`config.mk`:
```
export PLATFORM = sky130hd
export DESIGN_NAME = pool_window_counter
export DESIGN_NICKNAME = d
export VERILOG_FILES = /design/src/rtl/fmap_geom_pkg.sv /design/src/rtl/pool_window_counter.sv
export SDC_FILE = /design/constraint.sdc
export NUM_CORES = 1
export LEC_CHECK = 0
export ABC_AREA = 1
export ABC_CLOCK_PERIOD_IN_PS = 2000
export BUFFER_PORTS_ARGS = -buffer_cell sky130_fd_sc_hd__buf_2
export CORE_AREA = 5 5 61 63
export CTS_CLUSTER_DIAMETER = 50
export DETAILED_ROUTE_END_ITERATION = 12
export DIE_AREA = 0 0 66 68
export PLACE_DENSITY = 0.71
export SYNTH_ARGS = -nofsm -noshare
export SYNTH_HDL_FRONTEND = slang
export SYNTH_SLANG_ARGS = --single-unit
export TNS_END_PERCENT = 50
```
`constraint.sdc`:
```
create_clock -name clk -period 2 [get_ports clk]
set_clock_uncertainty 0.1 [all_clocks]
set_input_delay 0.4 -clock clk [delete_from_list [all_inputs] [get_ports clk]]
set_output_delay 0.4 -clock clk [all_outputs]
set_load 0.01 [all_outputs]
```
`src/rtl/fmap_geom_pkg.sv`:
```
package fmap_geom_pkg;

    // channel count of the layer-one output.
    localparam int NUM_CH = 8;

    // full convolution map, square.
    localparam int MAP_W    = 28;
    localparam int MAP_SIZE = MAP_W * MAP_W;

    // after 2x2 pooling.
    localparam int POOL_W    = MAP_W / 2;
    localparam int POOL_SIZE = POOL_W * POOL_W;

    localparam int ADDR_W = $clog2(MAP_SIZE); // 10 bits for 784 words.

endpackage

```
`src/rtl/pool_window_counter.sv`:
```
`timescale 1ns/1ps

module pool_window_counter (
    input  logic                             clk,
    input  logic                             rst,
    input  logic                             pool_en,
    output logic [fmap_geom_pkg::ADDR_W-1:0] win_base,
    output logic [fmap_geom_pkg::ADDR_W-1:0] dst_addr,
    output logic                             last_win
);
    import fmap_geom_pkg::*;

    logic [3:0] col; // window column, 0 to 13.

    always_ff @(posedge clk or negedge rst)
    begin
        if (!rst)
        begin
            col      <= '0;
            win_base <= '0;
            dst_addr <= '0;
        end
        else if (!pool_en)
        begin
            // park at the first window between runs.
            col      <= '0;
            win_base <= '0;
            dst_addr <= '0;
        end
        else
        begin
            dst_addr <= dst_addr + 1'b1;
            if (int'(col) == POOL_W - 1)
            begin
                col      <= '0;
                win_base <= win_base + ADDR_W'(MAP_W + 2); // skip the odd row.
            end
            else
            begin
                col      <= col + 1'b1;
                win_base <= win_base + ADDR_W'(2);
            end
        end
    end

    // compacted destination doubles as the window index.
    assign last_win = (int'(dst_addr) == POOL_SIZE - 1);

endmodule

```
==> Word level (Yosys, flattened, before mapping) <==
Cells that the tools add are included.
Widths: inputs -> output; s select.
{ "totals": {"regBits": 24, "input_bits": 3, "output_inout_bits": 21, "wordCells": 14} }
{ "classes": {"add_sub_neg": 4, "n_eq_ne": 2, "mux": 5} }
{ "op_table": {"columns": ["cell", "n"], "rows": [
  ["$mux 10", 3],
  ["$add 10x1->10 const B", 1],
  ["$add 10x2->10 const B", 1],
  ["$add 10x5->10 const B", 1],
  ["$eq 10x9->1 const B", 1],
  ["$mux 4", 2],
  ["$add 4x1->4 const B", 1],
  ["$eq 4x3->1 const B", 1]
]} }

==> Logic depth before layout (Yosys ltp) <==
Gate-level depths: netlist (run 1).
{ "depth": {"depth_word": 3, "ltp_mapped": 15, "mapped_depth_nobuf": 15} }

==> Worst setup path after synthesis (run 1) <==
OpenSTA, ideal clock, no wires.
{ "synth_timing": {"path_kind": "reg2reg", "from": "register col[0]", "to": "register win_base[7] in the netlist's numbering", "setup_time_ns": 0.117, "arrival_time_ns": 1.669, "t_required_ns": 1.783, "setup_slack_ns": 0.114, "path_stages_with_launch": 15, "path_buffers": 0, "period_less_slack_ns": 1.886, "cell_sequence": "dfrtp_1 > ha_1 > nand3_2 > nand2_1 > nand2_1 > inv_1 > ha_1 > nor2_1 > nor2_4 > nand2_2 > nand2_4 > nand2_2 > nand2_1 > nand2_1 > nor2_1"} }
{ "synth_between": {"elab_chain_cells": 3} }
{ "synth_lines": {"columns": ["element", "line_no", "source"], "rows": [
  ["from (decl)", "pool_window_counter.sv:13", "logic [3:0] col;"],
  ["from (signal assigned)", "pool_window_counter.sv:40", "col <= col + 1'b1;"],
  ["$eq 4x3->1", "pool_window_counter.sv:33", "if (int'(col) == POOL_W - 1)"],
  ["$mux 10", "pool_window_counter.sv:33", null],
  ["$mux 10", "pool_window_counter.sv:23", "else if (!pool_en)"],
  ["to (signal assigned)", "pool_window_counter.sv:36", "win_base <= win_base + ADDR_W'(MAP_W + 2);"],
  ["to (signal assigned)", "pool_window_counter.sv:41", "win_base <= win_base + ADDR_W'(2);"],
  ["to (decl)", "pool_window_counter.sv:7", "output logic [fmap_geom_pkg::ADDR_W-1:0] win_base,"]
]} }
No other way between the ends.

==> Worst setup path after layout (run 1) <==
{ "layout_timing": {"from": "register col[1]", "to": "register win_base[5] in the netlist's numbering"} }
Same word-level chain as after synthesis.

==> metrics.txt, run 1 <==
outcome finished, final reports clean; ANT cells 0; Peak VDD IR between 200 and 300 uV; fin crit period 1.88 ns; Worst Hold Path EP dst_addr[1]; Fin Setup TNS 0 ns; CP Capture Type flop; max-cap viol count 0; die height 68 um; top cell type's share of synthesized area 47.7%; vias in the first global route roughly 1000; Layout fillers between 300 and 400; IO Port Bufs 22; Setup crit start kind flop; Slew Limit Headroom roughly two thirds; top-count cell post-synth dfrtp_1; io pins 24; Slew Viols, Final 0; clock latency on the worst-skew pair 0.30 ns; Synth Register Bits 23; ys flop type dfrtp_1; Post-synth EDFFs 0; GRT Util Overall 12.3%; total gr overflow 0; worst slew pin tran 0.520 ns; Reg-to-Reg Start col[1]; Cell Rows 21; largest net degree at the start of global routing 24; Core ar. around 3200 um2; hold_ws 0.325 ns; CTS Root Cell clkbuf_4; list of most frequent post-synthesis cells dfrtp_1, nor2_1, nand2_1, inv_1, a21oi_1; gpl congestion around 0.75; Nets 183; syn avg cell area 8.32 um2; post-route ant nets 0; Pwr per Cell Area 542 nW/um2; DR WL met3 between 80 and 90 um; layout cells sized above 1 about a quarter; HP Class in -> reg; Power Total 788 uW; R2R setup slack 0.12 ns; Final Hold Fails 0; first-pass GRT wire length 4.31 mm; maximum fanout along the worst path 4; Final Cycle Share 94.0%; Max Fclk 532 MHz; post-route DRC violation count 0; worst reg2reg path depth 12; Worst Slack Setup Final 0.120 ns; class of the most critical setup path reg -> reg; wl on met1 1.13 mm; cts bufs inserted 3; Sink Count 23; Critical Path Source col[1]; synth unique cells 23; dpl hpwl 1.79 mm; Die Wd 66 um; pre-CTS WS 0.0213 ns; DRT Pass-1 Iters 4; RSZ-0062 raised after global routing yes; LEAKAGE 0.000764 uW; clock buffer depth 2; Synth async-reset ratio between 90% and 100%; Die Area 4490 um2; Non-Filler Instances 221; CTS clk-pin slew, worst paths around 0.12 ns; Synth Instances between 100 and 150; CP arrival 1.98 ns; register area share after synthesis 47.7%; final-report setup violation count 0; YS warnings 0; Min-Delay Path Depth 3; Synth area leader dfrtp_1; Vias/cell between 4 and 5; Top Layer Used met4; Initial Util 37.9%; via count 1040; mapped cell area 1210 um2; largest cells by area after synthesis dfrtp_1, nor2_1, nand2_1, inv_1, a21oi_1; Avg WL per Cell 11.4 um; total wire length 2.52 mm; initial antenna violation count 0; syn nets 152; Layout Area Growth over Synthesis 20.5%; met2 WL 1.29 mm; min-delay src pool_en; Worst R2R End win_base[5]; CP required roughly 2.1 ns; dpl cells between 200 and 250; 1st-iter DRT viols 37; CTS tree done; CTS H-tree depth 1
## power breakdown
part | switching, uW | total, uW | internal, uW
clock network | 131 | 209 | 77.7
logic | 52.1 | 83.2 | 31.1
registers | 16.6 | 496 | 479
total | 200 | 788 | 588
## kinds of logic (layout without fill, tap and decap cells)
family                   after synthesis  after routing  share of synthesized area (%)
flip-flops                            23             23                           47.7
AO/OA/AOI/OAI                         19             19                           8.71
buffers and inverters                 23             53                           7.78
adder cells (fa/ha/maj)                4              4                           4.15
XOR/XNOR                               5              5                           3.63
AND/OR/NAND/NOR                       70             70                           27.7
other                                  1              1                          0.311
## area by class of cell
type	count	area [um2]	area share, %
clock buffers	4	26.3	1.81
inverters	21	78.8	5.42
multi-input cells	99	558	38.4
flip-flops and latches	23	576	39.6
well taps	46	57.6	3.96
repair buffers	28	158	10.8
## worst max path at each step
stage	end	slack, ns	cells past startpoint
floorplan	win_base[7]	0.11	14
CTS	last_win	0.04	4
detailed placement	win_base[5]	0.02	12
global placement	win_base[5]	0.08	12
finish	win_base[5]	0.12	12
global route	win_base[7]	-0.06	14
## placed cells by master, fill, tap and decap left out, types with 2 or more instances in the layout
cell | Yosys | routed
o21ai_0 | 7 | 7
xnor2_1 | 2 | 2
nor2_1 | 22 | 21
nor2_4 | 1 | 2
buf_2 | 0 | 22
nand2_1 | 20 | 19
a21oi_1 | 10 | 10
clkbuf_4 | 0 | 3
nand2_4 | 2 | 2
nor3_1 | 5 | 5
ha_2 | 0 | 2
ha_1 | 4 | 2
dfrtp_1 | 23 | 23
buf_4 | 2 | 5
inv_1 | 19 | 19
nand4_1 | 4 | 4
nand2_2 | 5 | 6
nand3_1 | 9 | 9
xor2_1 | 3 | 3
## layer usage
layer  global-route usage, %  vias up
met5                       0        -
met4                    5.08        0
met3                    2.13        2
met2                    20.7       14
met1                    15.6      498
li1                        -      526
## critical path, cell delays in order, from the launching register on
cell and delay, ns:
dfrtp_1 0.43, inv_1 0.07, ha_2 0.19, nand4_1 0.14
nand2_1 0.12, inv_1 0.05, ha_2 0.18, nor2_4 0.13
nor2_4 0.04, nand2_2 0.07, nand2_4 0.06, xor2_1 0.16
nor2_1 0.05
## per-stage QoR
step	util [%]	cell area (um2)
after floorplan	-	1210
after global placement	43.0	1370
after detailed placement	43.0	1370
after CTS	44.2	1410
after global routing	45.7	1450
final	45.7	1450
## timing repair
item	CTS	global route
gates resized for setup	1	5
pin swaps	0	2
hold buffers	1	0
setup buffers	0	4
cloned	0	0
setup endpoints to repair	1	4
hold endpoints to repair	23	0
## registers in the layout (all words and copies together) (netlist names)
| register | count |
|---|---|
| col | 4 |
| dst_addr | 10 |
| win_base | 9 |
Power figures use the tool's default switching activity.
==> run 2: changes to the inputs <==
- PLACE_DENSITY: 0.71 -> default
- PLACE_DENSITY_LB_ADDON: default -> 0.2
- REMOVE_ABC_BUFFERS: default -> 1
==> metrics.txt, run 2 (synthesized netlist as in run 1, its figures left out) <==
outcome finished, final reports clean; Non-Filler Instances 221; maximum fanout along the worst path 4; Min-Delay Path Depth 3; hold_ws 0.318 ns; clock buffer depth 2; Biggest register dst_addr; RSZ-0062 raised after global routing yes; dpl hpwl 1.90 mm; fin util 46.2%; Avg WL per Cell 12.2 um; CP Cell Sequence inv_1 -> ha_2 -> nand4_1 -> nand2_1 -> inv_1 -> ha_1 -> nor2_4 -> nor2_4 -> nand2_2 -> nand2_4 -> xor2_1 -> nor2_1; Slew Limit Headroom 64.9%; CP required ~2.1 ns; class of the most critical setup path reg -> reg; DRT Pass-1 Iters 4; largest net degree at the start of global routing 24; Peak VDD IR 215 uV; Largest regs dst_addr x10, win_base x9, col x4; CP Capture Type flop; die height roughly 68 um; total wire length 2.69 mm; Power Total between 800 and 900 uW; worst reg2reg path depth 12; post-route ant nets 0; CTS tree done; Worst Hold Path EP win_base[2]; Die Area 4490 um2; Initial Util 37.9%; CTS Root Cell clkbuf_4; Layout Area Growth over Synthesis 21.8%; cell area after layout 1470 um2; DP Area between 1000 and 1500 um2; R2R setup slack 0.08 ns; max-cap viol count 0; Reg-to-Reg Start col[1]; vias in the first global route between 1000 and 1500; Final Cycle Share a little over nine tenths; Setup crit start kind flop; ANT cells 0; most frequent cells in the layout buf_2, nor2_1, dfrtp_1, nand2_1, inv_1; Cell Rows 21; dpl cells about 210; initial antenna violation count 0; clock latency on the worst-skew pair 0.31 ns; Max Fclk 521 MHz; LEAKAGE roughly 0.00077 uW; most common cell after layout, fill and taps aside buf_2; Slew Viols, Final 0; gpl congestion 0.838; Worst path top cell family by delay simple AND/OR/NAND/NOR gates; Sink Count 23; via count 1023; CP peak stage delay about 0.42 ns; CTS clk-pin slew, worst paths 0.12 ns; Nets 183; critical path's slowest cell dfrtp_1; GRT Util Overall 13.2%; min-delay src pool_en; first-pass GRT wire length 4.53 mm; cts bufs inserted 3; CTS H-tree depth 1; io pins 24; Vias/cell 4.63; post-route DRC violation count 0; max reg flops 10; layout cells sized above 1 a little over a quarter; worst slew pin tran 0.527 ns; CP arrival slightly above 2 ns; fin crit period about 1.9 ns; 1st-iter DRT viols between 60 and 70; total gr overflow 0; IO Port Bufs 22; Final Hold Fails 0; Core ar. 3180 um2; HP Class in -> reg; Worst R2R End win_base[5]; final-report setup violation count 0; Pwr per Cell Area ~550 nW/um2; Buf+Inv Stages, Crit Path 2; Die Wd 66 um
[run 2: cell counts in the layout (fill, tap and decap cells not counted)]
Identical to the previous run, type by type.
[run 2: power breakdown]
part           internal, uW  total, uW  switching [uW]
Clock                  78.0        222             144
Sequential              479        498            18.2
Combinational          32.9       85.1            52.2
[run 2: worst max-delay path by stage]
stage                      start          end  slack (ns)  cells past startpoint
final                     col[1]  win_base[5]        0.08                     12
after global routing      col[1]  win_base[9]       -0.01                     13
after CTS                 col[1]  win_base[9]        0.01                     12
after detailed placement  col[1]  win_base[7]        0.04                     14
after global placement    col[1]  win_base[5]        0.11                     12
after floorplan           col[0]  win_base[7]        0.11                     14
[run 2: per-layer routing]
layer	global-route usage, %	share of wire [%]	vias to the layer above	wire length (um)
met5	0	0	-	0
met4	6.35	1.4	0	37
met3	2.13	3.5	6	94
met2	23.4	50	19	1330
met1	15.5	45	476	1220
li1	-	-	522	-
[run 2: layout make-up]
class	instances	area (um2)
fillers	324	1710
flip-flops and latches	23	578
multi-input cells	99	571
repair buffers	28	158
inverters	21	78.8
well taps	46	57.6
clock buffers	4	26.3
[run 2: timing repair]
action | 4_1_cts | 5_1_grt
endpoints found under the setup margin | 1 | 5
pin swaps | 0 | 1
setup buffers | 0 | 3
gates resized for setup | 1 | 8
hold endpoints to repair | 23 | 0
hold buffers | 1 | 0
cloned | 0 | 0
[run 2: through the flow]
stage               setup TNS (ns)  worst slack [ns]
finish                           0            0.0822
global route               -0.0194           -0.0118
CTS                              0            0.0113
detailed placement               0            0.0377
global placement                 0             0.108
floorplan                        0             0.115
[run 2: worst register-to-register path, cell delays in order, from the launching register on]
cell and delay, ns:
dfrtp_1 0.42, inv_1 0.07, ha_2 0.20, nand4_1 0.15
nand2_1 0.12, inv_1 0.05, ha_1 0.20, nor2_4 0.14
nor2_4 0.04, nand2_2 0.06, nand2_4 0.06, xor2_1 0.16
nor2_1 0.06
==> run 3: changes to the inputs <==
- CTS_BUF_LIST: default -> sky130_fd_sc_hd__clkbuf_2 sky130_fd_sc_hd__clkbuf_4 sky130_fd_sc_hd__clkbuf_8
- PLACE_DENSITY: default -> 0.66
- PLACE_DENSITY_LB_ADDON: 0.2 -> default
- SLEW_MARGIN: default -> 20
==> metrics.txt, run 3 (synthesized netlist as in run 1, its figures left out) <==
CTS clk-pin slew, worst paths between 0.1 and 0.15 ns; 1st-iter DRT viols 41; Layout Area Growth over Synthesis 23.9%; DRT Pass-1 Iters 4; Nets 184; dpl hpwl 1.91 mm; initial antenna violation count 0; most common cell after layout, fill and taps aside buf_2; io pins 24; clock latency on the worst-skew pair 0.32 ns; ANT cells 0; most frequent cells in the layout buf_2, nor2_1, nand2_1, dfrtp_1, inv_1; CP Cell Sequence nor4_4 -> nand3_1 -> nor3_1 -> buf_2; clock buffer depth 2; IO Port Bufs 22; GRT Util Overall roughly an eighth; post-route ant nets 0; Die Wd between 60 and 70 um; Cell Rows 21; Pwr per Cell Area roughly 550 nW/um2; Slew Viols, Final 0; class of the most critical setup path reg -> out; fin util 47.0%; via count 1083; RSZ-0062 raised after global routing yes; cts bufs inserted 3; outcome finished, final reports clean; Buf+Inv Stages, Crit Path 1; HP Class in -> reg; critical path's slowest cell dfrtp_2; gpl congestion roughly 0.83; Sw Ratio 27.6%; first-pass GRT wire length around 4.4 mm; CP peak stage delay 0.48 ns; Final Cycle Share between 90% and 100%; CP arrival ~1.5 ns; fin crit period about 2 ns; Die Area 4490 um2; sequential share of power 60.7%; CTS Root Cell clkbuf_4; vias in the first global route 1013; Max Fclk 506 MHz; LEAKAGE roughly 0.00078 uW; Int Pwr 594 uW; Peak VDD IR around 430 uV; hold_ws between 0.3 and 0.4 ns; largest net degree at the start of global routing 24; Logic pwr share 11.1%; CTS H-tree depth 1; Worst path top cell family by delay simple AND/OR/NAND/NOR gates; CP Capture Type output port; max-cap viol count 0; total gr overflow 0; die height 68 um; CP required about 1.5 ns; Avg WL per Cell 12.1 um; Vias/cell around 4.9; Psw 227 uW; Largest regs dst_addr x10, win_base x9, col x4; maximum fanout along the worst path 5; final-report setup violation count 0; max reg flops 10; Final Hold Fails 0; layout cells sized above 1 29.5%; worst slew pin tran around 0.51 ns; total wire length 2.70 mm; Biggest register dst_addr; clock share of power 28.2%; CTS tree done; Core ar. 3180 um2; post-route DRC violation count 0; Initial Util between 30 and 40%; Setup crit start kind flop; Sink Count 23; Slew Limit Headroom 65.7%
## run 3: changes by cell type in the layout (fill, tap and decap cells not counted), sizes merged
cell | before | now
buf | 27 | 28
clkbuf | 4 | 3
clkinvlp | 0 | 1
## run 3: through the flow
step	area (um2)	setup slack [ns]	cells	total power, uW	TNS, ns
after floorplan	1190	0.115	143	544	0
after global placement	1370	0.124	213	579	0
after detailed placement	1370	0.0697	213	582	0
after CTS	1420	0.0326	218	818	0
after global routing	1490	-0.0812	222	869	-0.0946
final	1490	0.0231	222	820	0
## run 3: layout make-up
class,instances,area (um2)
clock buffers,3,22.5
clock inverters,1,7.51
well taps,46,57.6
fillers,309,1690
repair buffers,29,165
flip-flops and latches,23,579
multi-input cells,99,583
inverters,21,78.8
## run 3: per-layer routing
metal / routed length [um] / part of all wire, % / global-route usage [%]
met2: 1320 / 49 / 23.4
met5: 0 / 0 / 0
met3: 197 / 7.3 / 4.11
met1: 1150 / 43 / 14.8
met4: 31 / 1.1 / 2.79
## run 3: worst paths after layout
check,startpoint,endpoint,slack (ns),depth (start not counted)
max reg2reg,col[1],win_base[7],0.14,14
max in group asynchronous,rst,col[0],0.96,2
min,pool_en,dst_addr[1],0.31,3
min in group asynchronous,rst,win_base[2],0.47,2
min reg2reg,dst_addr[0],dst_addr[0],0.39,1
max,dst_addr[3],last_win,0.02,4
## run 3: worst reg2reg max path, cell delays in order (launching register included)
cell and delay (ns):
dfrtp_1 0.43, inv_2 0.07, ha_4 0.13, nand4_1 0.13, nand2_1 0.12, inv_1 0.05, ha_1 0.20, nor2_4 0.14
nor2_4 0.04, nand2_2 0.07, nand2_4 0.07, nand2_2 0.09, nand2_1 0.05, nand2_1 0.05, nor2_1 0.04
## run 3: power groups by stage
stage / clock network, uW / logic [uW] / registers, uW
final: 232 / 90.8 / 498
after floorplan: 0 / 38.3 / 506
after CTS: 242 / 79.8 / 496
after detailed placement: 0 / 77.7 / 505
after global routing: 264 / 105 / 501
after global placement: 0 / 75.5 / 504
## run 3: repair_timing
item	4_1_cts	5_1_grt
hold buffers	1	0
pin swaps	0	3
hold endpoints to repair	23	0
endpoints found under the setup margin	1	6
resized for setup	1	11
buffers inserted	0	4
